### config.mk
export PLATFORM = sky130hd
export DESIGN_NAME = gaDivUnit
export DESIGN_NICKNAME = d
export VERILOG_FILES = /design/src/gaDivPkg.sv /design/src/gaDivider.sv /design/src/divPortQueue.sv /design/src/divArbiter.sv /design/src/gaDivUnit.sv
export SDC_FILE = /design/constraint.sdc
export NUM_CORES = 1
export LEC_CHECK = 0
export BUFFER_PORTS_ARGS = -buffer_cell sky130_fd_sc_hd__buf_2
export CAP_MARGIN = 20
export CORE_AREA = 2 2 233 235
export DETAILED_ROUTE_END_ITERATION = 16
export DIE_AREA = 0 0 235 237
export GPL_TIMING_DRIVEN = 0
export PLACE_DENSITY = 0.73
export SLEW_MARGIN = 20
export SYNTH_ARGS = -nofsm -noshare
export SYNTH_HDL_FRONTEND = slang
export SYNTH_SLANG_ARGS = --single-unit
### constraint.sdc
create_clock -name clk -period 5 [get_ports clk]
set_input_delay 0.5 -clock clk [delete_from_list [all_inputs] [get_ports clk]]
set_output_delay 0.5 -clock clk [all_outputs]
set_load 0.05 [all_outputs]
### src/gaDivPkg.sv
package gaDivPkg;

	// ==============================
	// widths
	// ==============================

	// operand width of the divider datapath
	localparam int DataWid = 28;
	// client tag, returned untouched with the result
	localparam int TagWid = 4;

	// ==============================
	// encodings
	// ==============================

	// sign mode of a request
	typedef enum logic [1:0] {
		opUnsigned         = 2'd0,
		opSigned           = 2'd1,
		opSignedByUnsigned = 2'd2
	} divOp_t;

	// serial divider sequence
	typedef enum logic [1:0] {
		stIdle = 2'd0,
		stDiv  = 2'd1,
		stDone = 2'd2
	} divState_t;

	// ==============================
	// transfer records
	// ==============================

	// one division request, 62 bits
	typedef struct packed {
		divOp_t              op;
		logic [DataWid-1:0]  dividend;
		logic [DataWid-1:0]  divisor;
		logic [TagWid-1:0]   tag;
	} divReq_t;

	// one division result, 61 bits
	typedef struct packed {
		logic [DataWid-1:0]  quotient;
		logic [DataWid-1:0]  remainder;
		logic                divByZero;
		logic [TagWid-1:0]   tag;
	} divRes_t;

endpackage

### src/gaDivider.sv
`timescale 1ns/1ps

module gaDivider
	import gaDivPkg::*;
(
	input  logic    clk,
	input  logic    rst,
	input  logic    start,
	input  divReq_t reqIn,
	output logic    idle,
	output logic    done,
	output divRes_t resOut
);

	// counter must hold DataWid
	localparam int CntWid = $clog2(DataWid + 1);

	// ==============================
	// state and working registers
	// ==============================

	divState_t          state;
	logic [CntWid-1:0]  cnt;

	// captured at start
	divOp_t             opReg;
	logic               qNeg;
	logic               rNeg;
	logic               dbz;
	logic [TagWid-1:0]  tagReg;

	// dividend shifts out the top while quotient bits shift in at the bottom
	logic [DataWid-1:0] quo;
	logic [DataWid-1:0] dvsr;
	logic [DataWid-1:0] rem;

	// one restoring step
	logic [DataWid:0]   remShift;
	logic               remGeq;
	logic [DataWid:0]   remNext;

	// operand conditioning on the request side
	logic               dvdNeg;
	logic               dvsNeg;
	logic [DataWid-1:0] dvdAbs;
	logic [DataWid-1:0] dvsAbs;

	// ==============================
	// operand conditioning
	// ==============================

	always_comb begin
		// dividend is signed in both signed modes
		dvdNeg = (reqIn.op != opUnsigned) && reqIn.dividend[DataWid-1];
		// divisor only counts as signed in opSigned
		dvsNeg = (reqIn.op == opSigned) && reqIn.divisor[DataWid-1];
		// minimum negative maps to 2^(DataWid-1), still a valid magnitude
		dvdAbs = dvdNeg ? -reqIn.dividend : reqIn.dividend;
		dvsAbs = dvsNeg ? -reqIn.divisor : reqIn.divisor;
	end

	// ==============================
	// shift and subtract
	// ==============================

	always_comb begin
		// bring down the next dividend bit
		remShift = {rem, quo[DataWid-1]};
		remGeq   = remShift >= {1'b0, dvsr};
		// restore by simply keeping the shifted value
		remNext  = remGeq ? remShift - {1'b0, dvsr} : remShift;
	end

	// ==============================
	// sequencer
	// ==============================

	always_ff @(posedge clk) begin
		if (rst) begin
			state <= stIdle;
			cnt   <= '0;
		end else begin
			case (state)
				stIdle: begin
					if (start) begin
						cnt   <= CntWid'(DataWid);
						state <= stDiv;
					end
				end
				stDiv: begin
					// last stDiv cycle only registers the result
					if (cnt != '0)
						cnt <= cnt - 1'b1;
					else
						state <= stDone;
				end
				stDone: state <= stIdle;
				default: state <= stIdle;
			endcase
		end
	end

	// datapath, loaded on start and stepped through stDiv
	always_ff @(posedge clk) begin
		if (state == stIdle && start) begin
			quo    <= dvdAbs;
			dvsr   <= dvsAbs;
			rem    <= '0;
			opReg  <= reqIn.op;
			// quotient negative when magnitudes came from opposite signs
			qNeg   <= dvdNeg ^ dvsNeg;
			// remainder follows the dividend
			rNeg   <= dvdNeg;
			dbz    <= reqIn.divisor == '0;
			tagReg <= reqIn.tag;
		end else if (state == stDiv) begin
			if (cnt != '0) begin
				quo <= {quo[DataWid-2:0], remGeq};
				// remNext is below dvsr here so the top bit is always clear
				rem <= remNext[DataWid-1:0];
			end else begin
				// apply the recorded signs, unsigned mode keeps magnitudes
				if (opReg != opUnsigned && qNeg)
					resOut.quotient <= -quo;
				else
					resOut.quotient <= quo;
				if (opReg != opUnsigned && rNeg)
					resOut.remainder <= -rem;
				else
					resOut.remainder <= rem;
				resOut.divByZero <= dbz;
				resOut.tag       <= tagReg;
			end
		end
	end

	// status straight from the state register
	assign idle = state == stIdle;
	assign done = state == stDone;

endmodule

### src/divPortQueue.sv
`timescale 1ns/1ps

module divPortQueue
	import gaDivPkg::*;
#(
	parameter int Depth = 4
) (
	input  logic    clk,
	input  logic    rst,
	input  logic    reqValid,
	input  divReq_t reqData,
	input  logic    pop,
	output logic    headValid,
	output divReq_t headData,
	output logic    creditReturn
);

	localparam int PtrWid = (Depth > 1) ? $clog2(Depth) : 1;
	// occupancy goes from 0 to Depth inclusive
	localparam int CntWid = $clog2(Depth + 1);

	// ==============================
	// storage
	// ==============================

	divReq_t           mem [Depth];
	logic [PtrWid-1:0] wrPtr;
	logic [PtrWid-1:0] rdPtr;
	logic [CntWid-1:0] count;

	// circular increment, Depth need not be a power of two
	function automatic logic [PtrWid-1:0] nextPtr(input logic [PtrWid-1:0] p);
		if (p == PtrWid'(Depth - 1))
			return '0;
		return p + 1'b1;
	endfunction

	// client holds a credit for every write, so a free slot always exists
	always_ff @(posedge clk) begin
		if (reqValid)
			mem[wrPtr] <= reqData;
	end

	// ==============================
	// pointers and occupancy
	// ==============================

	always_ff @(posedge clk) begin
		if (rst) begin
			wrPtr        <= '0;
			rdPtr        <= '0;
			count        <= '0;
			creditReturn <= 1'b0;
		end else begin
			if (reqValid)
				wrPtr <= nextPtr(wrPtr);
			if (pop)
				rdPtr <= nextPtr(rdPtr);
			// simultaneous write and pop leaves the count unchanged
			case ({reqValid, pop})
				2'b10: count <= count + 1'b1;
				2'b01: count <= count - 1'b1;
				default: count <= count;
			endcase
			// one credit back per entry sent toward the divider
			creditReturn <= pop;
		end
	end

	// head is visible as soon as it is written
	assign headValid = count != '0;
	assign headData  = mem[rdPtr];

endmodule

### src/divArbiter.sv
`timescale 1ns/1ps

module divArbiter
	import gaDivPkg::*;
#(
	parameter int NumPorts = 2
) (
	input  logic                    clk,
	input  logic                    rst,
	input  logic [NumPorts-1:0]     headValid,
	input  divReq_t [NumPorts-1:0]  headData,
	output logic [NumPorts-1:0]     pop,
	input  logic                    idle,
	input  logic                    done,
	input  divRes_t                 resIn,
	output logic                    start,
	output divReq_t                 reqOut,
	output logic [NumPorts-1:0]     resValid,
	output divRes_t                 resData
);

	localparam int IdxWid = (NumPorts > 1) ? $clog2(NumPorts) : 1;
	// one spare bit so rrPtr + i cannot wrap before the compare
	localparam int SumWid = IdxWid + 1;

	// port with highest priority next time
	logic [IdxWid-1:0] rrPtr;
	// port that issued the operation in the divider
	logic [IdxWid-1:0] owner;
	logic [IdxWid-1:0] grantIdx;
	logic              anyValid;

	// ==============================
	// round-robin search
	// ==============================

	always_comb begin
		logic [SumWid-1:0] cand;
		anyValid = 1'b0;
		grantIdx = rrPtr;
		cand     = '0;
		// scan from rrPtr upward, wrapping once
		for (int i = 0; i < NumPorts; i++) begin
			cand = {1'b0, rrPtr} + SumWid'(i);
			if (cand >= SumWid'(NumPorts))
				cand = cand - SumWid'(NumPorts);
			if (!anyValid && headValid[cand[IdxWid-1:0]]) begin
				anyValid = 1'b1;
				grantIdx = cand[IdxWid-1:0];
			end
		end
	end

	// only one operation in flight, so grant waits for idle
	assign start  = idle && anyValid;
	assign reqOut = headData[grantIdx];

	always_comb begin
		pop = '0;
		if (start)
			pop[grantIdx] = 1'b1;
	end

	// ==============================
	// owner and priority
	// ==============================

	always_ff @(posedge clk) begin
		if (rst) begin
			rrPtr <= '0;
			owner <= '0;
		end else if (start) begin
			owner <= grantIdx;
			// granted port drops to lowest priority
			if (grantIdx == IdxWid'(NumPorts - 1))
				rrPtr <= '0;
			else
				rrPtr <= grantIdx + 1'b1;
		end
	end

	// ==============================
	// result steering
	// ==============================

	always_comb begin
		resValid = '0;
		if (done)
			resValid[owner] = 1'b1;
	end

	// shared result bus, only the owner's valid qualifies it
	assign resData = resIn;

endmodule

### src/gaDivUnit.sv
`timescale 1ns/1ps

module gaDivUnit
	import gaDivPkg::*;
#(
	parameter int Depth    = 4,
	parameter int NumPorts = 2
) (
	input  logic                    clk,
	input  logic                    rst,
	input  logic [NumPorts-1:0]     reqValid,
	input  divReq_t [NumPorts-1:0]  reqData,
	output logic [NumPorts-1:0]     creditReturn,
	output logic [NumPorts-1:0]     resValid,
	output divRes_t                 resData
);

	// ==============================
	// internal wiring
	// ==============================

	// queue heads toward the arbiter
	logic [NumPorts-1:0]    headValid;
	divReq_t [NumPorts-1:0] headData;
	logic [NumPorts-1:0]    pop;

	// arbiter to divider
	logic    divStart;
	logic    divIdle;
	logic    divDone;
	divReq_t divReq;
	divRes_t divRes;

	// ==============================
	// per-port request queues
	// ==============================

	for (genvar p = 0; p < NumPorts; p++) begin : gPort
		divPortQueue #(
			.Depth(Depth)
		) uQueue (
			.clk         (clk),
			.rst         (rst),
			.reqValid    (reqValid[p]),
			.reqData     (reqData[p]),
			.pop         (pop[p]),
			.headValid   (headValid[p]),
			.headData    (headData[p]),
			.creditReturn(creditReturn[p])
		);
	end

	// ==============================
	// arbitration and return path
	// ==============================

	divArbiter #(
		.NumPorts(NumPorts)
	) uArb (
		.clk      (clk),
		.rst      (rst),
		.headValid(headValid),
		.headData (headData),
		.pop      (pop),
		.idle     (divIdle),
		.done     (divDone),
		.resIn    (divRes),
		.start    (divStart),
		.reqOut   (divReq),
		.resValid (resValid),
		.resData  (resData)
	);

	// single shared serial divider
	gaDivider uDiv (
		.clk   (clk),
		.rst   (rst),
		.start (divStart),
		.reqIn (divReq),
		.idle  (divIdle),
		.done  (divDone),
		.resOut(divRes)
	);

endmodule

==> results.py <==
metrics = {
    "outcome": {
        "status": "completed",
    },
    "synth": {
        "yosysSeqAreaShare_pct": 68.2,
        "synth_cells": 1779,
        "yosysMostFrequentCell": "edfxtp_1",
        "synth_cell_types": 73,
        "postSynthNetCount": 1956,
        "synthArstFlopShare_pct": 0,
        "yosys.area.top_type": "edfxtp_1",
        "yosysWarnings": 0,
        "synth_area_mm2": 0.0290,
        "ys_ff_latch": 679,
        "synth_top_cell_area_share_pct": 64.3,
        "synth_edf_count": 622,
        "syn-mean-instance-area_um2": 16.3,
        "ys.flop_type": "edfxtp_1",
        "synth_common_cells": "edfxtp_1, mux4_2, nand2_1",
        "synth_area_leaders": "edfxtp_1, mux4_2, dfxtp_1, xor2_1, ha_1",
    },
    "finish": {
        "fin_util_pct": 62.5,
        "area_growth_pct": 14.6,
        "multiInputGateArea_mm2": 0.00863,
        "fin_area_mm2": 0.0333,
        "regArea_mm2": 0.0198,
        "drive_gt1_share_pct": 23.7,
        "fin_nets": 2229,
        "fillers": 3801,
    },
    "hold_path": {
        "hold-path-cell-count": 1,
        "worstHoldPathType": "input pin to register",
    },
    "global_route": {
        "grt_usage_pct": 23.1,
        "antenna_found_initial": 17,
        "grt_pass1_vias": 16329,
        "grt-ovfl-total": 0,
        "grt_max_degree": 47,
        "grt_pass1_wl_mm": 96.9,
    },
    "cts": {
        "cts_sinks": 679,
        "htree_levels": 3,
        "cts-root-buf": "clkbuf_16",
        "cts_tree": "built",
        "hold_buffers": 0,
        "post_cts_buffers": 0,
        "postCtsResizedCells": 0,
        "cts-buffers-inserted": 69,
        "path_clk_slew_ns": 0.06,
        "worstSkewPairLatency_ns": 0.61,
        "clockBufferDepth": 3,
    },
    "flow_run": {
        "max_cap_viol_count": 0,
    },
    "routing": {
        "viasPerCell": 5.81,
        "first_pass_iters": 5,
        "drtIter0Drc": 1447,
        "wl_mm": 63.7,
        "vias": 16313,
        "drc": 0,
        "postRouteAntennaNets": 0,
        "wire_per_inst_um": 22.7,
    },
    "critical_path": {
        "rrSetupSlack_ns": 0.49,
        "critical_path_class": "register to register",
        "arrival_ns": 5.04,
        "worstSetupEndpointType": "register",
        "cpLargestDelayFamily": "buffers and inverters",
        "path_cells": "nor3_1 -> maj3_2 -> buf_6 -> buf_6 -> buf_6 -> buf_1 -> clkbuf_2 -> nand2_1 -> inv_1 -> ha_1 -> inv_1 -> fa_1 -> xor2_1 -> or3_1 -> a21oi_1",
        "r2r_cells": 15,
        "required_ns": 5.53,
        "crit_slowest_cell": "buf_1",
        "crit_top_cell": "buf_6",
        "crit_path_max_incr_delay_ns": 0.71,
        "worst-path-max-fanout": 10,
        "start_kind": "register",
        "critPathBufInv": 7,
        "cp.depth": 15,
    },
    "sta": {
        "worstMarginPinSlew_ns": 0.881,
        "relSlewSlack_pct": 39.6,
        "final-setup-viol-count": 0,
        "slew_viol_final": 0,
        "skew_ns": 0.0224,
        "setup_slack_ns": 0.486,
        "max_freq_mhz": 222,
        "min_period_ns": 4.51,
        "rsz0062_at_grt": "false",
        "timing.final.hold_violations": 0,
        "finalCritPeriodShare_pct": 90.3,
    },
    "power": {
        "ir_drop_mv": 0.379,
        "power.leakage_nw": 11.6,
        "p_per_area_mw_per_mm2": 611,
    },
    "placement": {
        "dpl_cell_area_mm2": 0.0311,
        "io_buffers": 191,
        "dpl_worst_slack_ns": 0.150,
        "place.gp.congestion": 0.895,
        "dp_hpwl_mm": 45.2,
    },
    "floorplanning": {
        "dieArea_mm2": 0.0557,
        "io_pins": 193,
        "rows": 85,
        "die_x_um": 235,
        "die_h_um": 237,
        "coreArea_mm2": 0.0533,
        "start_util_pct": 54.5,
    },
}
[layout by cell type, fill, tap and decap left out, types with 14 or more instances in the layout]
master,instances
buf_2,213
clkinv_1,17
o31ai_1,14
ha_1,46
inv_1,69
nand2_1,103
mux4_2,124
nor3_1,22
dfxtp_1,57
clkbuf_16,70
a21oi_1,72
clkbuf_1,50
mux2i_1,56
a21o_1,14
o21ai_0,73
xnor2_1,63
xor2_1,66
nor2_1,76
edfxtp_1,622
a31oi_1,22
o21ai_1,18
nand3_1,20
[sequential cells by signal (all words and copies together) (netlist names), named ones only]
| register | count |
|---|---|
| uDiv.dvsr | 28 |
| uDiv.resOut | 61 |
| uDiv.rem | 28 |
| uDiv.qNeg | 1 |
| gPort.uQueue.mem | 496 |
| uArb.owner | 1 |
| uDiv.tagReg | 4 |
| gPort.uQueue.creditReturn | 2 |
| gPort.uQueue.count | 6 |
| uDiv.state | 2 |
| uArb.rrPtr | 1 |
| uDiv.opReg | 2 |
| gPort.uQueue.wrPtr | 4 |
| uDiv.cnt | 5 |
| uDiv.dbz | 1 |
| uDiv.rNeg | 1 |
| uDiv.quo | 28 |
| gPort.uQueue.rdPtr | 4 |
[metrics by stage]
step                std cells  hold WS, ns  total power (W)  setup TNS [ns]
floorplan                1779        0.400           0.0133               0
global placement         2666        0.405           0.0154           -5.97
detailed placement       2677        0.405           0.0156               0
CTS                      2800       0.0654           0.0204               0
global route             2803       0.0805           0.0214               0
finish                   2807        0.101           0.0203               0
[report_power, final]
group	switching (W)	total, W	internal [W]
combinational	0.00489	0.00772	0.00283
clock	0.00212	0.00488	0.00276
sequential	0.000337	0.00773	0.00739
total	0.00735	0.0203	0.0130
[per-layer routing]
| layer | up-vias | global-route usage, % | wire length, µm | part of all wire, % |
|---|---|---|---|---|
| met1 | 8203 | 31.3 | 26900 | 42 |
| met4 | 18 | 7.96 | 1500 | 2.4 |
| met5 | - | 0 | 115 | 0.18 |
| met2 | 511 | 37.4 | 30800 | 48 |
| met3 | 93 | 4.98 | 4350 | 6.8 |
| li1 | 7488 | - | - | - |
[cell type report]
cell class / instances / share of cell area [%]
timing repair buffer: 202 / 3.54
antenna: 7 / 0.0526
multi-input combinational: 957 / 25.9
sequential: 679 / 59.5
inverter: 70 / 0.789
clock inverter: 38 / 0.977
tap: 696 / 2.62
buffer: 73 / 1.11
clock buffer: 85 / 5.46
[worst paths after layout]
path                             from                         to
max          gPort[0].uQueue.count[0]   gPort[1].uQueue.count[2]
min                        reqData[8]  gPort[0].uQueue.mem[2][8]
min reg2reg            uDiv.tagReg[1]             uDiv.resOut[1]
max reg2reg  gPort[0].uQueue.count[0]   gPort[1].uQueue.count[2]
[cells by family (layout without fill, tap and decap cells)]
family / Yosys count / after routing / synth area share [%]
flops: 679 / 679 / 68.2
other cells: 0 / 7 / 0
compound gates: 266 / 266 / 5.53
simple gates: 308 / 308 / 5.19
buf+inv: 143 / 468 / 2.15
fa+ha+maj: 50 / 50 / 2.23
mux: 204 / 204 / 12.8
xor+xnor: 129 / 129 / 3.89
No activity file was read; power rests on OpenSTA's default activity.
